[src/eth_rx_pkg.sv]
`default_nettype none

package eth_rx_pkg;

	////////////////////////////////////////
	// Word stream

	// One MAC word, packed from byte 0 in the MSB
	localparam int word_width = 32;

	// Bytes valid in a word, 0 to 4
	// Zero never occurs on data, so it marks a frame delimiter
	localparam int bytes_width = 3;

	////////////////////////////////////////
	// Packet FIFO

	// Entry is bytes valid on top of the data word
	localparam int fifo_width = bytes_width + word_width;

	// Room for two maximum size frames
	localparam int fifo_depth = 1024;
	localparam int fifo_addr_width = $clog2(fifo_depth);

	////////////////////////////////////////
	// Layer 2 header

	// Destination, source and ethertype
	localparam int header_bytes = 14;
	localparam int mac_addr_width = 48;
	localparam int ethertype_width = 16;

	// Payload byte count, enough for a jumbo-free frame
	localparam int len_width = 11;

	// Frames crossed into sys_clk
	localparam int counter_width = 64;

endpackage

`default_nettype wire

[src/eth_rx_bus_if.sv]
`default_nettype none

interface eth_rx_bus_if;
	import eth_rx_pkg::*;

	// Pulse before the first word of a frame
	logic start;

	// One word per data_valid
	logic data_valid;
	logic [bytes_width-1:0] bytes_valid;
	logic [word_width-1:0] data;

	// Exactly one of these closes each frame
	logic commit;
	logic drop;

	// Producer side
	modport tx (output start, data_valid, bytes_valid, data, commit, drop);

	// Consumer side
	modport rx (input start, data_valid, bytes_valid, data, commit, drop);

endinterface

`default_nettype wire

[src/eth_header_decoder.sv]
`default_nettype none

module eth_header_decoder (
	input logic sys_clk,
	input logic reset,
	eth_rx_bus_if.rx cdc,
	output logic frame_valid,
	output logic runt,
	output logic [eth_rx_pkg::mac_addr_width-1:0] dst_mac,
	output logic [eth_rx_pkg::mac_addr_width-1:0] src_mac,
	output logic [eth_rx_pkg::ethertype_width-1:0] ethertype,
	output logic [eth_rx_pkg::len_width-1:0] payload_len
);
	import eth_rx_pkg::*;

	// Word position in the frame, saturates once past the header
	logic [2:0] word_idx;

	// Set once the last ethertype byte has arrived
	logic hdr_done;

	////////////////////////////////////////
	// Header fields

	always_ff @(posedge sys_clk) begin
		if (cdc.data_valid) begin
			case (word_idx)
				// Destination MAC, upper four bytes
				3'd0: begin
					dst_mac[mac_addr_width-1 -: word_width] <= cdc.data;
				end
				// Destination MAC tail and source MAC head share this word
				3'd1: begin
					dst_mac[mac_addr_width-word_width-1:0] <=
						cdc.data[word_width-1 -: mac_addr_width-word_width];
					src_mac[mac_addr_width-1 -: mac_addr_width-word_width] <=
						cdc.data[mac_addr_width-word_width-1:0];
				end
				3'd2: begin
					src_mac[word_width-1:0] <= cdc.data;
				end
				// Ethertype in the top half, payload starts below it
				3'd3: begin
					ethertype <= cdc.data[word_width-1 -: ethertype_width];
				end
				default: begin
				end
			endcase
		end
	end

	////////////////////////////////////////
	// Frame control and length

	always_ff @(posedge sys_clk) begin
		if (reset) begin
			word_idx <= '0;
			hdr_done <= 1'b0;
			payload_len <= '0;
			frame_valid <= 1'b0;
			runt <= 1'b0;
		end else begin
			// Result one clock after commit
			frame_valid <= cdc.commit;
			runt <= cdc.commit && !hdr_done;

			if (cdc.start) begin
				word_idx <= '0;
				hdr_done <= 1'b0;
				payload_len <= '0;
			end else if (cdc.data_valid) begin
				if (word_idx != 3'd4) begin
					word_idx <= word_idx + 1'b1;
				end
				if (word_idx == 3'd3) begin
					// Two ethertype bytes complete the header
					if (cdc.bytes_valid >= 3'd2) begin
						hdr_done <= 1'b1;
					end
					if (cdc.bytes_valid > 3'd2) begin
						payload_len <= payload_len + len_width'(cdc.bytes_valid - 3'd2);
					end
				end else if (word_idx == 3'd4) begin
					payload_len <= payload_len + len_width'(cdc.bytes_valid);
				end
			end
		end
	end

endmodule

`default_nettype wire

[src/flat_wrapper.sv]
// flat-port wrapper written by rule: the top's interface ports become plain ports
module eth_header_decoder_flat import eth_rx_pkg::*;
  (sys_clk, reset, frame_valid, runt, dst_mac, src_mac, ethertype, payload_len, cdc_start, cdc_data_valid, cdc_bytes_valid, cdc_data, cdc_commit, cdc_drop);
  eth_rx_bus_if cdc_i ();
  input logic sys_clk;
  input logic reset;
  output logic frame_valid;
  output logic runt;
  output logic [eth_rx_pkg::mac_addr_width-1:0] dst_mac;
  output logic [eth_rx_pkg::mac_addr_width-1:0] src_mac;
  output logic [eth_rx_pkg::ethertype_width-1:0] ethertype;
  output logic [eth_rx_pkg::len_width-1:0] payload_len;
  input wire logic [$bits(cdc_i.start)-1:0] cdc_start;
  input wire logic [$bits(cdc_i.data_valid)-1:0] cdc_data_valid;
  input wire logic [$bits(cdc_i.bytes_valid)-1:0] cdc_bytes_valid;
  input wire logic [$bits(cdc_i.data)-1:0] cdc_data;
  input wire logic [$bits(cdc_i.commit)-1:0] cdc_commit;
  input wire logic [$bits(cdc_i.drop)-1:0] cdc_drop;
  assign cdc_i.start = cdc_start;
  assign cdc_i.data_valid = cdc_data_valid;
  assign cdc_i.bytes_valid = cdc_bytes_valid;
  assign cdc_i.data = cdc_data;
  assign cdc_i.commit = cdc_commit;
  assign cdc_i.drop = cdc_drop;
  eth_header_decoder u_core (.sys_clk(sys_clk), .reset(reset), .cdc(cdc_i), .frame_valid(frame_valid), .runt(runt), .dst_mac(dst_mac), .src_mac(src_mac), .ethertype(ethertype), .payload_len(payload_len));
endmodule
[config.mk]
export PLATFORM = sky130hd
export DESIGN_NAME = eth_header_decoder_flat
export DESIGN_NICKNAME = d
export VERILOG_FILES = /design/src/eth_rx_pkg.sv /design/src/eth_rx_bus_if.sv /design/src/eth_header_decoder.sv /design/src/flat_wrapper.sv
export SDC_FILE = /design/constraint.sdc
export NUM_CORES = 1
export LEC_CHECK = 0
export BUFFER_PORTS_ARGS = -buffer_cell sky130_fd_sc_hd__buf_2
export CORE_UTILIZATION = 49
export CTS_CLUSTER_DIAMETER = 80
export CTS_CLUSTER_SIZE = 14
export DETAILED_ROUTE_END_ITERATION = 7
export GPL_TIMING_DRIVEN = 0
export PLACE_DENSITY_LB_ADDON = 0.05
export SLEW_MARGIN = 20
export SYNTH_ARGS = -nofsm -noshare
export SYNTH_HDL_FRONTEND = slang
export SYNTH_SLANG_ARGS = --single-unit
[constraint.sdc]
create_clock -name sys_clk -period 3.7 [get_ports sys_clk]
set_input_delay 0.555 -clock sys_clk [delete_from_list [all_inputs] [get_ports sys_clk]]
set_output_delay 0.555 -clock sys_clk [all_outputs]
set_load 0.01 [all_outputs]
==> out/qor.yml <==
status:
  status: "finished clean"
grt:
  grt.overflow.total: 0
  track_usage: 0.198
  antenna_found_initial: 0
  grt_pass1_wl_um: 14300
  grt_start_max_net_pins: 21
  grt_pass1_vias: 2777
route:
  ant_nets: 0
  vias_per_cell: 5.04
  avgRoutedWirePerCell_um: 16.4
  drc: 0
  drt-total-wl_um: 9490
  vias: 2922
  drt_iter0_drc: 133
  drt-pass1-iter-count: 4
clock_tree:
  postCtsSetupBuffers: 0
  cts.hold.buffers_added: 0
  ctsResizeCount: 0
  cts_root_buf: "clkbuf_8"
  cts_buffers: 17
  clock-sinks: 129
  clkTransAtPathRegs_ns: 0.06
  htreeDepth: 4
  clockBufferDepth: 2
  cts_tree: "done"
  clk_latency_ns: 0.50
synth:
  synth_area_leaders: "edfxtp_1 73%, dfxtp_1 7.3%, ha_1 3.0%"
  async_flop_share: 0
  synthesis.nets: 323
  ys_seq_area_frac: 0.800
  synth_ff_type: "edfxtp_1"
  ys.warnings.count: 0
  syn_area_per_cell_um2: 17.2
  ys_types: 43
  yosysTopAreaCell: "edfxtp_1"
  synth_edf_count: 112
  ys_seq_elements: 129
  synth.top_cell.area_share: 0.726
  synth_area_um2: 4630
  synth_cells: 270
floorplanning:
  rows: 35
  start_util: 0.504
  dieArea_um2: 9840
  die_x_um: 99.2
  io_pins: 166
  die_height_um: 99.2
  core_area_um2: 9200
sta:
  tightest_slew_ns: 0.852
  fmax_mhz: 319
  tns_ns: 0
  min_period_over_period: 0.848
  slew_headroom: 0.432
  hold_viol: 0
  drv_slew: 0
  setup-violations-final: 0
  fin_crit_ns: 3.14
  worst_slack_ns: 0.563
  rsz0062_at_grt: "false"
  clock_skew_ns: 0.00856
pwr:
  swShare: 0.211
  seq_power_share: 0.487
  p_int_mw: 2.64
  p_leak_nw: 2.54
  net-switching-power_mw: 0.706
  combinationalPowerShare: 0.039
  p_clk_frac: 0.474
  power_mw: 3.35
  vdd_drop_max_v: 0.000271
  power.density_nw_per_um2: 536
placement:
  placement.io_buffers: 164
  place_congestion: 0.856
  hpwl_um: 6540
  dp_slack_ns: 0.505
flow_run:
  drv_cap: 0
setup_path:
  crit_type: "flop to flop"
  startpoint_type: "flop"
  crit_path_max_fanout: 9
  cp-end-kind: "flop"
  arrival_ns: 3.57
  required_ns: 4.14
finish:
  multi_input_area_um2: 845
  layout-drive-gt1-share: 0.454
  nets: 509
  area.sequential_um2: 3700
  n_fill_cell: 649
  synthToLayoutAreaGrowth_pct: 35.0
  antenna_cells: 0
min_path:
  min-delay-path-class: "input port to flop"
## sequential cells by signal, summed over array words and instances (netlist names)
register and cells:
u_core.ethertype 16, u_core.src_mac 48, u_core.dst_mac 48, u_core.payload_len 11, u_core.frame_valid 1, u_core.hdr_done 1
u_core.word_idx 3, u_core.runt 1
## cell usage after synthesis, types with 3 or more instances
| library cell | count |
|---|---|
| edfxtp_1 | 112 |
| nor2_1 | 18 |
| dfxtp_1 | 17 |
| a21oi_1 | 14 |
| ha_1 | 11 |
| nand2_1 | 10 |
| inv_1 | 8 |
| clkbuf_1 | 7 |
| xnor2_1 | 6 |
| and3_1 | 5 |
| nor3_1 | 5 |
| o21ai_0 | 5 |
| nand3_1 | 4 |
| a22oi_1 | 3 |
| mux2i_1 | 3 |
| nor2b_1 | 3 |
| or3_1 | 3 |
| xor2_1 | 3 |
## metal layers
| layer | track usage | share of wire | up-vias |
|---|---|---|---|
| met4 | 0.0769 | 0.0053 | 0 |
| met5 | 0 | 0 | - |
| li1 | - | - | 1396 |
| met2 | 0.344 | 0.52 | 116 |
| met1 | 0.230 | 0.41 | 1406 |
| met3 | 0.0597 | 0.063 | 4 |
## placed cells by master (no fill, tap or decap), types with 3 or more instances in the layout
| master | instances |
|---|---|
| a21oi_1 | 14 |
| o21ai_0 | 5 |
| xor2_1 | 3 |
| nand2_1 | 10 |
| clkbuf_1 | 7 |
| xnor2_1 | 6 |
| a22oi_1 | 3 |
| or3_1 | 3 |
| ha_1 | 11 |
| dfxtp_1 | 17 |
| buf_16 | 3 |
| nor2b_1 | 3 |
| edfxtp_1 | 112 |
| clkinv_4 | 4 |
| nand3_1 | 4 |
| buf_2 | 164 |
| and3_2 | 3 |
| nor2_1 | 18 |
| clkbuf_16 | 16 |
| nor3_1 | 5 |
| inv_1 | 8 |
| mux2i_1 | 3 |
## cell type report
cell class	count	area share
Clock buffer	17	0.0663
Inverter	9	0.00540
Multi-Input combinational cell	122	0.135
Clock inverter	15	0.0256
Tap cell	111	0.0222
Timing Repair Buffer	167	0.145
Buffer	10	0.00841
Sequential cell	129	0.592
## logic make-up (layout without fill, tap and decap cells)
kind of cell / Yosys count / after routing / share of synthesized area
flip-flops: 129 / 129 / 0.800
AO/OA/AOI/OAI: 38 / 38 / 0.0565
AND/OR/NAND/NOR: 60 / 60 / 0.0676
buffers and inverters: 19 / 218 / 0.0186
XOR/XNOR: 9 / 9 / 0.0170
adder cells (fa/ha/maj): 12 / 12 / 0.0340
multiplexers: 3 / 3 / 0.00648
## power by group through the flow
stage / registers (mW) / logic, mW / clock network (mW)
final: 1.63 / 0.131 / 1.59
after detailed placement: 1.66 / 0.133 / 0
after CTS: 1.63 / 0.134 / 1.61
after global placement: 1.66 / 0.122 / 0
after global routing: 1.63 / 0.143 / 1.68
after floorplan: 1.68 / 0.0288 / 0
## per-stage QoR
step	cell area, um2	cells	hold slack, ns	utilization
final	6250	580	0.244	0.680
after global routing	6250	580	0.224	0.680
after CTS	6250	580	0.218	0.680
after detailed placement	5680	548	0.421	0.617
after global placement	5590	545	0.417	0.608
after floorplan	4630	270	0.392	-
## worst paths after layout
kind | start | endpoint | slack [ns] | cells past startpoint
max | u_core.word_idx[1] | u_core.payload_len[10] | 0.56 | 12
min | reset | u_core.frame_valid | 0.24 | 2
max reg2reg | u_core.word_idx[1] | u_core.payload_len[10] | 0.56 | 12
min reg2reg | u_core.hdr_done | u_core.runt | 0.43 | 1
## critical path: stages (launching register included)
cell and delay, ns:
dfxtp_1 0.34, ha_1 0.22, ha_1 0.18, buf_4 0.17, xor2_1 0.17, fa_1 0.44
a21oi_1 0.32, nand2_1 0.16, a31oi_4 0.22, and3_1 0.22, o31ai_1 0.09, a2111oi_0 0.38
nand3b_1 0.16
No activity file was read; power rests on OpenSTA's default activity.
